## src/common/wbi_pkg.sv

```systemverilog
// Wishbone interconnect package with bus types, memory map and staging states
package wbi_pkg;

  // Default number of bus masters
  parameter int NUM_MST = 3;

  // ------------------------------------------------------------------
  // Bus field types
  // ------------------------------------------------------------------
  typedef logic [31:0] wb_dat_t;
  typedef logic [31:0] wb_adr_t;
  typedef logic [3:0]  wb_sel_t;
  // Target slave id
  typedef logic [1:0]  tid_t;
  // Master index, also the grant
  typedef logic [1:0]  mst_id_t;
  // UART byte lane
  typedef logic [7:0]  byte_t;

  // ------------------------------------------------------------------
  // Memory map
  // ------------------------------------------------------------------
  localparam tid_t TID_FLASH = 2'd0;
  localparam tid_t TID_SDRAM = 2'd1;
  localparam tid_t TID_GLBL  = 2'd2;
  localparam tid_t TID_UART  = 2'd3;

  // Top nibble of the address
  localparam logic [3:0] REGION_FLASH = 4'h0;
  localparam logic [3:0] REGION_SPI   = 4'h1;
  localparam logic [3:0] REGION_SDRAM = 4'h2;

  // Upper 16 address bits of the register pages
  localparam logic [15:0] PAGE_GLBL = 16'h3000;
  localparam logic [15:0] PAGE_UART = 16'h3001;

  // Request from master toward slave, tid rides along with it
  typedef struct packed {
    wb_dat_t dat;
    wb_adr_t adr;
    wb_sel_t sel;
    logic    we;
    logic    cyc;
    logic    stb;
    tid_t    tid;
  } wb_req_t;

  // Response from slave back to master
  typedef struct packed {
    wb_dat_t dat;
    logic    ack;
  } wb_rsp_t;

  // Staging register states
  typedef enum logic [1:0] {
    ST_IDLE,
    ST_REQ,
    ST_RSP
  } stage_state_e;

endpackage

```

## src/arbiter/wb_rr_arbiter.sv

```systemverilog
// Round-robin bus arbiter, the grant stays with a master until its request drops
`timescale 1ns/100ps

module wb_rr_arbiter #(
  parameter int NUM_REQ = 3
) (
  input  logic                 clk_i,
  input  logic                 rst_n_i,
  input  logic [NUM_REQ-1:0]   req_i,
  output wbi_pkg::mst_id_t     gnt_o
);
  import wbi_pkg::*;

  mst_id_t gnt_q;
  mst_id_t gnt_d;
  // Current owner still wants the bus
  logic    own_req;

  assign own_req = req_i[gnt_q];

  // ------------------------------------------------------------------
  // Next grant
  // ------------------------------------------------------------------
  // Search downward from the farthest offset so that the
  // nearest requester after the owner wins last
  always_comb begin
    int idx;
    idx   = 0;
    gnt_d = gnt_q;
    if (!own_req) begin
      for (int ofs = NUM_REQ - 1; ofs > 0; ofs--) begin
        idx = (int'(gnt_q) + ofs) % NUM_REQ;
        if (req_i[idx]) begin
          gnt_d = mst_id_t'(idx);
        end
      end
    end
  end

  // Grant register, master 0 owns the bus out of reset
  always_ff @(posedge clk_i) begin
    if (!rst_n_i) begin
      gnt_q <= '0;
    end else begin
      gnt_q <= gnt_d;
    end
  end

  assign gnt_o = gnt_q;

endmodule

```

## src/logic/wb_master_mux.sv

```systemverilog
// Master side mux, decodes targets, forwards the granted request, routes the response
`timescale 1ns/100ps

module wb_master_mux #(
  parameter int NUM_MST = wbi_pkg::NUM_MST
) (
  input  wbi_pkg::wb_dat_t  m_dat_i [NUM_MST],
  input  wbi_pkg::wb_adr_t  m_adr_i [NUM_MST],
  input  wbi_pkg::wb_sel_t  m_sel_i [NUM_MST],
  input  logic              m_we_i  [NUM_MST],
  input  logic              m_cyc_i [NUM_MST],
  input  logic              m_stb_i [NUM_MST],
  input  wbi_pkg::mst_id_t  gnt_i,
  output wbi_pkg::wb_req_t  bus_req_o,
  input  wbi_pkg::wb_rsp_t  bus_rsp_i,
  output wbi_pkg::wb_dat_t  m_dat_o [NUM_MST],
  output logic              m_ack_o [NUM_MST]
);
  import wbi_pkg::*;

  // Per master request with its decoded target
  wb_req_t m_req [NUM_MST];

  // ------------------------------------------------------------------
  // Address decode
  // ------------------------------------------------------------------
  // Flash and SPI regions both land on slave 0
  // Unmapped space falls back to slave 0 as well
  function automatic tid_t decode_tid(input wb_adr_t adr);
    tid_t tid;
    if (adr[31:28] == REGION_FLASH || adr[31:28] == REGION_SPI) begin
      tid = TID_FLASH;
    end else if (adr[31:28] == REGION_SDRAM) begin
      tid = TID_SDRAM;
    end else if (adr[31:16] == PAGE_GLBL) begin
      tid = TID_GLBL;
    end else if (adr[31:16] == PAGE_UART) begin
      tid = TID_UART;
    end else begin
      tid = TID_FLASH;
    end
    return tid;
  endfunction

  // Pack each master's flat signals
  always_comb begin
    for (int i = 0; i < NUM_MST; i++) begin
      m_req[i].dat = m_dat_i[i];
      m_req[i].adr = m_adr_i[i];
      m_req[i].sel = m_sel_i[i];
      m_req[i].we  = m_we_i[i];
      m_req[i].cyc = m_cyc_i[i];
      m_req[i].stb = m_stb_i[i];
      m_req[i].tid = decode_tid(m_adr_i[i]);
    end
  end

  // Granted master drives the shared path
  assign bus_req_o = m_req[gnt_i];

  // Only the granted master sees data and ack
  always_comb begin
    for (int i = 0; i < NUM_MST; i++) begin
      m_dat_o[i] = (gnt_i == mst_id_t'(i)) ? bus_rsp_i.dat : '0;
      m_ack_o[i] = (gnt_i == mst_id_t'(i)) ? bus_rsp_i.ack : 1'b0;
    end
  end

endmodule

```

## src/logic/wb_stage.sv

```systemverilog
// Staging register that breaks the request and response paths between masters and slaves
`timescale 1ns/100ps

module wb_stage (
  input  logic              clk_i,
  input  logic              rst_n_i,
  input  wbi_pkg::wb_req_t  up_req_i,
  output wbi_pkg::wb_rsp_t  up_rsp_o,
  output wbi_pkg::wb_req_t  dn_req_o,
  input  wbi_pkg::wb_rsp_t  dn_rsp_i
);
  import wbi_pkg::*;

  stage_state_e state_q;
  stage_state_e state_d;

  // Captured request and returned read data
  wb_req_t req_q;
  wb_dat_t rsp_dat_q;

  logic take_req;
  logic take_rsp;

  // New request accepted only from idle
  assign take_req = (state_q == ST_IDLE) && up_req_i.stb;
  // Slave completes the staged access
  assign take_rsp = (state_q == ST_REQ) && dn_rsp_i.ack;

  // ------------------------------------------------------------------
  // State machine
  // ------------------------------------------------------------------
  always_comb begin
    state_d = state_q;
    unique case (state_q)
      ST_IDLE: begin
        if (take_req) begin
          state_d = ST_REQ;
        end
      end
      // Slow slave simply keeps us here
      ST_REQ: begin
        if (take_rsp) begin
          state_d = ST_RSP;
        end
      end
      // One cycle of ack upstream, then free again
      ST_RSP: begin
        state_d = ST_IDLE;
      end
      default: begin
        state_d = ST_IDLE;
      end
    endcase
  end

  always_ff @(posedge clk_i) begin
    if (!rst_n_i) begin
      state_q <= ST_IDLE;
    end else begin
      state_q <= state_d;
    end
  end

  // ------------------------------------------------------------------
  // Payload registers
  // ------------------------------------------------------------------
  always_ff @(posedge clk_i) begin
    if (take_req) begin
      req_q <= up_req_i;
    end
    if (take_rsp) begin
      rsp_dat_q <= dn_rsp_i.dat;
    end
  end

  // Downstream strobes live only while in ST_REQ
  always_comb begin
    dn_req_o     = req_q;
    dn_req_o.cyc = req_q.cyc & (state_q == ST_REQ);
    dn_req_o.stb = req_q.stb & (state_q == ST_REQ);
  end

  // Upstream ack is a single cycle pulse in ST_RSP
  assign up_rsp_o.dat = rsp_dat_q;
  assign up_rsp_o.ack = (state_q == ST_RSP);

endmodule

```

## src/logic/wb_slave_demux.sv

```systemverilog
// Slave side demux, steers the staged request by target id and picks the response
`timescale 1ns/100ps

module wb_slave_demux (
  input  wbi_pkg::wb_req_t  req_i,
  output wbi_pkg::wb_rsp_t  rsp_o,
  // Slave 0, flash
  output wbi_pkg::wb_dat_t  s0_dat_o,
  output wbi_pkg::wb_adr_t  s0_adr_o,
  output wbi_pkg::wb_sel_t  s0_sel_o,
  output logic              s0_we_o,
  output logic              s0_cyc_o,
  output logic              s0_stb_o,
  input  wbi_pkg::wb_dat_t  s0_dat_i,
  input  logic              s0_ack_i,
  // Slave 1, SDRAM
  output wbi_pkg::wb_dat_t  s1_dat_o,
  output wbi_pkg::wb_adr_t  s1_adr_o,
  output wbi_pkg::wb_sel_t  s1_sel_o,
  output logic              s1_we_o,
  output logic              s1_cyc_o,
  output logic              s1_stb_o,
  input  wbi_pkg::wb_dat_t  s1_dat_i,
  input  logic              s1_ack_i,
  // Slave 2, global registers with a short address
  output wbi_pkg::wb_dat_t  s2_dat_o,
  output wbi_pkg::byte_t    s2_adr_o,
  output wbi_pkg::wb_sel_t  s2_sel_o,
  output logic              s2_we_o,
  output logic              s2_cyc_o,
  output logic              s2_stb_o,
  input  wbi_pkg::wb_dat_t  s2_dat_i,
  input  logic              s2_ack_i,
  // Slave 3, UART byte port
  output wbi_pkg::byte_t    s3_dat_o,
  output wbi_pkg::byte_t    s3_adr_o,
  output logic              s3_sel_o,
  output logic              s3_we_o,
  output logic              s3_cyc_o,
  output logic              s3_stb_o,
  input  wbi_pkg::byte_t    s3_dat_i,
  input  logic              s3_ack_i
);
  import wbi_pkg::*;

  wb_req_t flash_req;
  wb_req_t sdram_req;
  wb_req_t glbl_req;
  wb_req_t uart_req;

  // Unselected slaves get an all zero request
  assign flash_req = (req_i.tid == TID_FLASH) ? req_i : '0;
  assign sdram_req = (req_i.tid == TID_SDRAM) ? req_i : '0;
  assign glbl_req  = (req_i.tid == TID_GLBL)  ? req_i : '0;
  assign uart_req  = (req_i.tid == TID_UART)  ? req_i : '0;

  // ------------------------------------------------------------------
  // Slave ports
  // ------------------------------------------------------------------
  assign s0_dat_o = flash_req.dat;
  assign s0_adr_o = flash_req.adr;
  assign s0_sel_o = flash_req.sel;
  assign s0_we_o  = flash_req.we;
  assign s0_cyc_o = flash_req.cyc;
  assign s0_stb_o = flash_req.stb;

  assign s1_dat_o = sdram_req.dat;
  assign s1_adr_o = sdram_req.adr;
  assign s1_sel_o = sdram_req.sel;
  assign s1_we_o  = sdram_req.we;
  assign s1_cyc_o = sdram_req.cyc;
  assign s1_stb_o = sdram_req.stb;

  // Register page decodes only the low address byte
  assign s2_dat_o = glbl_req.dat;
  assign s2_adr_o = glbl_req.adr[7:0];
  assign s2_sel_o = glbl_req.sel;
  assign s2_we_o  = glbl_req.we;
  assign s2_cyc_o = glbl_req.cyc;
  assign s2_stb_o = glbl_req.stb;

  // UART takes lane 0 only
  assign s3_dat_o = uart_req.dat[7:0];
  assign s3_adr_o = uart_req.adr[7:0];
  assign s3_sel_o = uart_req.sel[0];
  assign s3_we_o  = uart_req.we;
  assign s3_cyc_o = uart_req.cyc;
  assign s3_stb_o = uart_req.stb;

  // Response of the addressed slave
  always_comb begin
    unique case (req_i.tid)
      TID_SDRAM: rsp_o = '{dat: s1_dat_i, ack: s1_ack_i};
      TID_GLBL:  rsp_o = '{dat: s2_dat_i, ack: s2_ack_i};
      // Byte data zero-extended to the bus width
      TID_UART:  rsp_o = '{dat: {24'h0, s3_dat_i}, ack: s3_ack_i};
      default:   rsp_o = '{dat: s0_dat_i, ack: s0_ack_i};
    endcase
  end

endmodule

```

## src/logic/wb_interconnect.sv

```systemverilog
// Wishbone interconnect top, three masters share one staged path to four slaves
`timescale 1ns/100ps

module wb_interconnect #(
  parameter int NUM_MST = wbi_pkg::NUM_MST
) (
  input  logic              clk_i,
  input  logic              rst_n_i,
  // Master 0, external host
  input  wbi_pkg::wb_dat_t  m0_dat_i,
  input  wbi_pkg::wb_adr_t  m0_adr_i,
  input  wbi_pkg::wb_sel_t  m0_sel_i,
  input  logic              m0_we_i,
  input  logic              m0_cyc_i,
  input  logic              m0_stb_i,
  output wbi_pkg::wb_dat_t  m0_dat_o,
  output logic              m0_ack_o,
  // Master 1, instruction port
  input  wbi_pkg::wb_dat_t  m1_dat_i,
  input  wbi_pkg::wb_adr_t  m1_adr_i,
  input  wbi_pkg::wb_sel_t  m1_sel_i,
  input  logic              m1_we_i,
  input  logic              m1_cyc_i,
  input  logic              m1_stb_i,
  output wbi_pkg::wb_dat_t  m1_dat_o,
  output logic              m1_ack_o,
  // Master 2, data port
  input  wbi_pkg::wb_dat_t  m2_dat_i,
  input  wbi_pkg::wb_adr_t  m2_adr_i,
  input  wbi_pkg::wb_sel_t  m2_sel_i,
  input  logic              m2_we_i,
  input  logic              m2_cyc_i,
  input  logic              m2_stb_i,
  output wbi_pkg::wb_dat_t  m2_dat_o,
  output logic              m2_ack_o,
  // Slave 0, flash
  output wbi_pkg::wb_dat_t  s0_dat_o,
  output wbi_pkg::wb_adr_t  s0_adr_o,
  output wbi_pkg::wb_sel_t  s0_sel_o,
  output logic              s0_we_o,
  output logic              s0_cyc_o,
  output logic              s0_stb_o,
  input  wbi_pkg::wb_dat_t  s0_dat_i,
  input  logic              s0_ack_i,
  // Slave 1, SDRAM
  output wbi_pkg::wb_dat_t  s1_dat_o,
  output wbi_pkg::wb_adr_t  s1_adr_o,
  output wbi_pkg::wb_sel_t  s1_sel_o,
  output logic              s1_we_o,
  output logic              s1_cyc_o,
  output logic              s1_stb_o,
  input  wbi_pkg::wb_dat_t  s1_dat_i,
  input  logic              s1_ack_i,
  // Slave 2, global registers
  output wbi_pkg::wb_dat_t  s2_dat_o,
  output wbi_pkg::byte_t    s2_adr_o,
  output wbi_pkg::wb_sel_t  s2_sel_o,
  output logic              s2_we_o,
  output logic              s2_cyc_o,
  output logic              s2_stb_o,
  input  wbi_pkg::wb_dat_t  s2_dat_i,
  input  logic              s2_ack_i,
  // Slave 3, UART
  output wbi_pkg::byte_t    s3_dat_o,
  output wbi_pkg::byte_t    s3_adr_o,
  output logic              s3_sel_o,
  output logic              s3_we_o,
  output logic              s3_cyc_o,
  output logic              s3_stb_o,
  input  wbi_pkg::byte_t    s3_dat_i,
  input  logic              s3_ack_i
);
  import wbi_pkg::*;

  // ------------------------------------------------------------------
  // Master side arrays
  // ------------------------------------------------------------------
  wb_dat_t m_wdat [NUM_MST];
  wb_adr_t m_adr  [NUM_MST];
  wb_sel_t m_sel  [NUM_MST];
  logic    m_we   [NUM_MST];
  logic    m_cyc  [NUM_MST];
  logic    m_stb  [NUM_MST];
  wb_dat_t m_rdat [NUM_MST];
  logic    m_ack  [NUM_MST];

  logic [NUM_MST-1:0] arb_req;
  mst_id_t            gnt;

  // Internal request and response paths
  wb_req_t mux_req;
  wb_rsp_t mux_rsp;
  wb_req_t stg_req;
  wb_rsp_t slv_rsp;

  assign m_wdat = '{m0_dat_i, m1_dat_i, m2_dat_i};
  assign m_adr  = '{m0_adr_i, m1_adr_i, m2_adr_i};
  assign m_sel  = '{m0_sel_i, m1_sel_i, m2_sel_i};
  assign m_we   = '{m0_we_i,  m1_we_i,  m2_we_i};
  assign m_cyc  = '{m0_cyc_i, m1_cyc_i, m2_cyc_i};
  assign m_stb  = '{m0_stb_i, m1_stb_i, m2_stb_i};

  assign m0_dat_o = m_rdat[0];
  assign m1_dat_o = m_rdat[1];
  assign m2_dat_o = m_rdat[2];
  assign m0_ack_o = m_ack[0];
  assign m1_ack_o = m_ack[1];
  assign m2_ack_o = m_ack[2];

  // Request drops in the ack cycle so the grant can move on
  for (genvar g = 0; g < NUM_MST; g++) begin : g_arb_req
    assign arb_req[g] = m_stb[g] & ~m_ack[g];
  end

  wb_rr_arbiter #(
    .NUM_REQ (NUM_MST)
  ) u_arb (
    .clk_i   (clk_i),
    .rst_n_i (rst_n_i),
    .req_i   (arb_req),
    .gnt_o   (gnt)
  );

  wb_master_mux #(
    .NUM_MST (NUM_MST)
  ) u_mmux (
    .m_dat_i   (m_wdat),
    .m_adr_i   (m_adr),
    .m_sel_i   (m_sel),
    .m_we_i    (m_we),
    .m_cyc_i   (m_cyc),
    .m_stb_i   (m_stb),
    .gnt_i     (gnt),
    .bus_req_o (mux_req),
    .bus_rsp_i (mux_rsp),
    .m_dat_o   (m_rdat),
    .m_ack_o   (m_ack)
  );

  wb_stage u_stage (
    .clk_i    (clk_i),
    .rst_n_i  (rst_n_i),
    .up_req_i (mux_req),
    .up_rsp_o (mux_rsp),
    .dn_req_o (stg_req),
    .dn_rsp_i (slv_rsp)
  );

  wb_slave_demux u_sdemux (
    .req_i    (stg_req),
    .rsp_o    (slv_rsp),
    .s0_dat_o (s0_dat_o),
    .s0_adr_o (s0_adr_o),
    .s0_sel_o (s0_sel_o),
    .s0_we_o  (s0_we_o),
    .s0_cyc_o (s0_cyc_o),
    .s0_stb_o (s0_stb_o),
    .s0_dat_i (s0_dat_i),
    .s0_ack_i (s0_ack_i),
    .s1_dat_o (s1_dat_o),
    .s1_adr_o (s1_adr_o),
    .s1_sel_o (s1_sel_o),
    .s1_we_o  (s1_we_o),
    .s1_cyc_o (s1_cyc_o),
    .s1_stb_o (s1_stb_o),
    .s1_dat_i (s1_dat_i),
    .s1_ack_i (s1_ack_i),
    .s2_dat_o (s2_dat_o),
    .s2_adr_o (s2_adr_o),
    .s2_sel_o (s2_sel_o),
    .s2_we_o  (s2_we_o),
    .s2_cyc_o (s2_cyc_o),
    .s2_stb_o (s2_stb_o),
    .s2_dat_i (s2_dat_i),
    .s2_ack_i (s2_ack_i),
    .s3_dat_o (s3_dat_o),
    .s3_adr_o (s3_adr_o),
    .s3_sel_o (s3_sel_o),
    .s3_we_o  (s3_we_o),
    .s3_cyc_o (s3_cyc_o),
    .s3_stb_o (s3_stb_o),
    .s3_dat_i (s3_dat_i),
    .s3_ack_i (s3_ack_i)
  );

endmodule

```

## config.mk

```make
export PLATFORM = sky130hd
export DESIGN_NAME = wb_interconnect
export DESIGN_NICKNAME = d
export VERILOG_FILES = /design/src/common/wbi_pkg.sv /design/src/arbiter/wb_rr_arbiter.sv /design/src/logic/wb_master_mux.sv /design/src/logic/wb_stage.sv /design/src/logic/wb_slave_demux.sv /design/src/logic/wb_interconnect.sv
export SDC_FILE = /design/constraint.sdc
export NUM_CORES = 1
export LEC_CHECK = 0
export BUFFER_PORTS_ARGS = -buffer_cell sky130_fd_sc_hd__buf_2
export CAP_MARGIN = 15
export CORE_AREA = 10 10 237 239
export DETAILED_ROUTE_END_ITERATION = 12
export DIE_AREA = 0 0 247 249
export PLACE_DENSITY = 0.47
export SYNTH_ARGS = -nofsm -noshare
export SYNTH_HDL_FRONTEND = slang
export SYNTH_SLANG_ARGS = --single-unit
```

## constraint.sdc

```tcl
create_clock -name clk_i -period 8.3 [get_ports clk_i]
set_clock_uncertainty 0.2 [all_clocks]
set_input_delay 1.245 -clock clk_i [delete_from_list [all_inputs] [get_ports clk_i]]
set_output_delay 1.245 -clock clk_i [all_outputs]
set_load 0.05 [all_outputs]
```

# Word level (Yosys, flattened, before mapping)

Cells that the tools add are included.

Memories: 0
Logic and storage cells: 102
Output and inout port bits: 308
Bits in read-only memories: 0
Bits in registers: 109
Input bits: 323
Bits in writable memories: 0
Latch bits: 0

$add $sub $neg: 2
$lt $le $gt $ge: 4
Multiply operators: 0
Shifts and indexed selects: 0
Divide/modulo/power cells: 2
Equality and inequality tests: 21
Bitwise operators: 10
Reduce and logical (&&, ||, !) cells: 14
Muxes and demuxes: 39

Operator list:

| kind                                                                     | number |
|---|---|
| 73-bit 2-to-1 mux                                                        | 5 |
| 73-bit binary-select mux with 2-bit select                               | 1 |
| 33-bit case mux with 3 select lines                                      | 1 |
| 16-bit by 14-bit equality test with 1-bit output, second input constant  | 6 |
| 32-bit 2-to-1 mux                                                        | 3 |
| 32-bit by 4-bit < comparator with 1-bit output, second input constant    | 2 |
| 32-bit by 3-bit remainder unit with 32-bit output, second input constant | 2 |
| 49-bit 2-to-1 mux                                                        | 1 |
| 2-bit 2-to-1 mux                                                         | 16 |
| 4-bit by 1-bit equality test with 1-bit output, second input constant    | 3 |
| 4-bit by 2-bit equality test with 1-bit output, second input constant    | 3 |
| 4-bit zero test                                                          | 3 |
| 2-bit equality test, second input constant                               | 4 |
| 1-bit 2-to-1 mux                                                         | 8 |
| 1-bit binary-select mux with 2-bit select                                | 3 |
| 2-bit by 1-bit equality test with 1-bit output, second input constant    | 3 |
| 2-bit zero test                                                          | 3 |
| 1-bit AND                                                                | 5 |
| 2-bit by 1-bit inequality test with 1-bit output, second input constant  | 2 |
| 1-bit NOT                                                                | 4 |
| 2-bit case mux with 2 select lines                                       | 1 |
| 2-bit AND reduction                                                      | 2 |
| 2-bit by 1-bit adder with 3-bit output, second input constant            | 1 |
| 2-bit by 2-bit adder with 3-bit output, second input constant            | 1 |
| other kinds (6)                                                          | 9 |

# Logic depth before layout (Yosys ltp)

Depth in word-level cells: 11
Gate-level depth with buffers: 10
Depth with buffers taken out: 8

# Hierarchy

Synthesis repeated with hierarchy kept, for this count alone.

Cells, all modules: 901
Area total of the unflattened synthesis: 8768.4 um2

Modules (own cells, without submodules):

| module          | sequential area each (um2) | area an instance (um2) | times used | cells an instance |
|---|---|---|---|---|
| wb_stage        | 3193.1                     | 3803.6                 | 1          | 189 |
| wb_slave_demux  | 0.0                        | 2356.0                 | 1          | 303 |
| wb_master_mux   | 0.0                        | 2331.0                 | 1          | 379 |
| wb_rr_arbiter   | 40.0                       | 236.5                  | 1          | 27 |
| wb_interconnect | 0.0                        | 41.3                   | 1          | 3 |

# Least setup slack after synthesis

OpenSTA, ideal clock, no wires.

Kind: input to register
From: input port m0_stb_i
To: register u_stage.req_q (netlist bit u_stage.dn_req_o[0]) (enable)
Arrival time: 6.999 ns
Stages: 4
Data required time: 7.491 ns
Library setup time: 0.609 ns
Slack: 0.492 ns
Path buffers: 0
Path through: nor2b_1 a21oi_1 o21ai_0 nor3b_1

RTL lines:

| what                   | RTL line              | source |
|---|---|---|
| start: declaration     | wb_interconnect.sv:15 | `input logic m0_stb_i,` |
| end signal: assignment | wb_stage.sv:69        | `req_q <= up_req_i;` |
| end: declaration       | wb_stage.sv:18        | `wb_req_t req_q;` |

# Worst setup path after layout

From: register u_arb.gnt_q[1] (netlist: u_arb.gnt_o[1])
To: output port m1_ack_o

Longest elaborated chain between the ends: 2

Ends and longest elaborated chain:

| what                                           | RTL line              | source |
|---|---|---|
| start: declaration                             | wb_rr_arbiter.sv:14   | `mst_id_t gnt_q;` |
| start signal: assignment                       | wb_rr_arbiter.sv:45   | `gnt_q <= gnt_d;` |
| 2-bit by 1-bit equality test with 1-bit output | wb_master_mux.sv:65   | `m_ack_o[i] = (gnt_i == mst_id_t'(i)) ? bus_rsp_i.ack : 1'b0;` |
| 1-bit 2-to-1 mux                               | wb_master_mux.sv:65   |  |
| end: declaration                               | wb_interconnect.sv:26 | `output logic m1_ack_o,` |

Every way passes these cells.

==> reports/metrics.yaml <==
yosys:
  ys_warn_count: 0
  avgSynthCellArea_sq_um: 9.28
  synth_edf_count: 105
  syn_nets: 1184
  synth-async-reset-ratio_pct: 0
  ys.flop_type: "edfxtp_1"
  synth-simple-area-share_pct: 31.9
  synth_xor_area_share_pct: 0
  synth_most_common_cell: "and2_1"
  synth_top_family_by_area: "simple AND/OR/NAND/NOR gates"
  yosys-top-cells-area: "edfxtp_1 (40%), and2_1 (22%), mux2i_1 (12%)"
  muxShareOfSynthArea_pct: 14.5
  synth_area_sq_um: 7950
  synth_compound_area_share_pct: 8.01
  ys_top_cells_by_count: "and2_1 (280), edfxtp_1 (105), nand2_1 (104)"
  synth.top_cell.area_share_pct: 39.7
  synth.distinct_cells: 41
  synth_top_cell_by_area: "edfxtp_1"
  synthAdderAreaFrac_pct: 0.787
  ys_ff_latch: 109
  syn_inst: 856
  synth-seq-area-share_pct: 40.7
sta:
  slew_viol_final: 0
  tns_ps: 0
  hold_viol: 0
  min_period_ps: 4390
  tightest_slew_ps: 1100
  period_share_pct: 52.9
  relSlewSlack_pct: 26.6
  rsz0062_at_grt: "no"
  setup-violations-final: 0
  fmax_ghz: 0.228
worst_setup_path:
  worst_ep_required_time_ps: 6860
  rrSetupSlack_ps: 5030
  cp_max_fo: 81
  rr_worst_depth: 8
  reg2reg_to: "u_arb.gnt_o[0]"
  r2r_start: "u_arb.gnt_o[0]"
  startpoint_type: "register"
  critPathArrivalTime_ps: 2950
  end_kind: "output port"
  worstSetupPathType: "register to output port"
detailed_routing:
  vias_per_cell: 4.11
  ant_nets: 0
  vias: 8751
  firstDrtPassIters: 5
  wirelength_mm: 45.1
  dr.first_iter.drc_count: 360
  drc: 0
  wl_per_cell_um: 21.2
placed_design:
  place_hpwl_mm: 37.4
  io_buffer_count: 630
  placed_area_sq_um: 11800
  routabilityCongestion: 0.868
layout:
  drive_gt1_share_pct: 46.7
  fin_area_sq_um: 12100
  fin_nets: 1770
  n_fill_cell: 5670
  syn_to_final_growth_pct: 52.3
die:
  rows: 83
  ios: 631
  die-area_sq_um: 61500
  fp.dieW_um: 247
  start_util_pct: 15.5
  core_sq_um: 51200
  dieHeight_um: 249
grt:
  grt_start_max_net_pins: 82
  globalRouteMet2Util_pct: 25.3
  grt_pass1_wl_mm: 63.5
  use_met3_pct: 3.86
  gr-usage-met1_pct: 14.5
  grt-ovfl-total: 0
  antenna_found_initial: 10
  grt_pass1_vias: 9236
  grt-busiest-layer: "met2"
  grt_util_all_layers_pct: 13.9
pwr:
  totalPowerFinal_mw: 5.00
  powerDensity_nw_per_um2: 413
  peakVddDrop_mv: 0.150
  p_leak_nw: 5.81
min_path:
  hold_path_depth: 1
  hold_end: "u_stage.state_q[0]"
  min-delay-start: "u_stage.state_q[1]"
  hp-class: "register to register"
clocking:
  cts_setup_buffers: 0
  cts_max_level: 3
  postCtsHoldBufs: 0
  cts_buffer_depth: 2
  clk_latency_ps: 380
  clkTransAtPathRegs_ps: 80
  clock-root-buffer: "clkbuf_16"
  cts_tree: "yes"
  cts_buffers: 9
  clock-sinks: 109
  post_cts_resize_count: 0
outcome:
  outcome: "finished clean"
job:
  max-cap-violations: 0
==> routing by layer <==
metal | wire length [um] | part of all wire [%]
met1 | 16300 | 36
met2 | 23100 | 51
met3 | 4170 | 9.2
met4 | 1590 | 3.5
met5 | 9 | 0.020
==> report_power, final <==
part / internal [mW] / total [mW] / leakage [nW] / switching (mW)
combinational: 0.801 / 3.29 / 4.63 / 2.49
sequential: 0.940 / 1.21 / 1.03 / 0.272
clock: 0.267 / 0.496 / 0.152 / 0.230
total: 2.01 / 5.00 / 5.81 / 2.99
==> flip-flops by register name (all words and copies together), names as in the netlist <==
register and cells:
u_stage.dn_req_o 71, u_stage.rsp_dat_q 32, u_arb.gnt_o 2, u_stage.req_q 2, u_stage.state_q 2
==> layout by cell type (no fill, tap or decap), types with 3 or more instances in the layout <==
cell and n:
diode_2 4, edfxtp_1 105, and3_1 21, nand2_1 104
and2_1 279, ha_1 5, buf_2 630, clkbuf_16 9
mux2i_1 95, mux4_2 9, nor2_1 10, buf_4 12
o22ai_1 3, nor4_1 6, nand3_1 3, inv_1 7
a31oi_1 3, o21ai_0 99, nor4b_1 5, nand4_1 3
==> cells by family after synthesis <==
family	after synthesis
flip-flops	109
multiplexers	104
AND/OR/NAND/NOR	448
buffers and inverters	75
AO/OA/AOI/OAI	115
adder cells (fa/ha/maj)	5
==> worst max path at each step <==
stage	endpoint	startpoint	cells past startpoint	slack, ps
finish	m1_ack_o	u_arb.gnt_o[1]	5	3910
global route	m0_ack_o	u_arb.gnt_o[0]	5	3540
CTS	m0_ack_o	u_arb.gnt_o[0]	5	3710
detailed placement	m0_ack_o	u_arb.gnt_o[0]	5	4170
global placement	m0_ack_o	u_arb.gnt_o[0]	5	4210
floorplan	u_stage.dn_req_o[0]	m0_stb_i	4	490
==> critical path: stages (launching register included) <==
cell      delay, ps
dfxtp_4         600
inv_1           210
ha_1            900
nand3b_1        340
inv_1           190
buf_2           300
==> area by class of cell <==
type / count / area, sq um / share of cell area (%)
inverters: 8 / 30.0 / 0.248
diodes: 4 / 10.0 / 0.0827
clock buffers: 11 / 233 / 1.92
multi-input cells: 672 / 4420 / 36.5
flip-flops and latches: 109 / 3240 / 26.8
clock inverters: 5 / 81.3 / 0.672
well taps: 680 / 851 / 7.03
repair buffers: 642 / 3240 / 26.8
==> stage by stage <==
| step | hold WS (ps) | instances | worst slack, ps | util, % |
|---|---|---|---|---|
| finish | 360 | 2131 | 3910 | 23.6 |
| global route | 377 | 2131 | 3540 | 23.6 |
| CTS | 358 | 2127 | 3710 | 23.6 |
| detailed placement | 346 | 2111 | 4170 | 23.0 |
| global placement | 332 | 2111 | 4210 | 23.0 |
| floorplan | 270 | 856 | 492 | - |
Note: power is estimated with default switching activity, not from simulation.
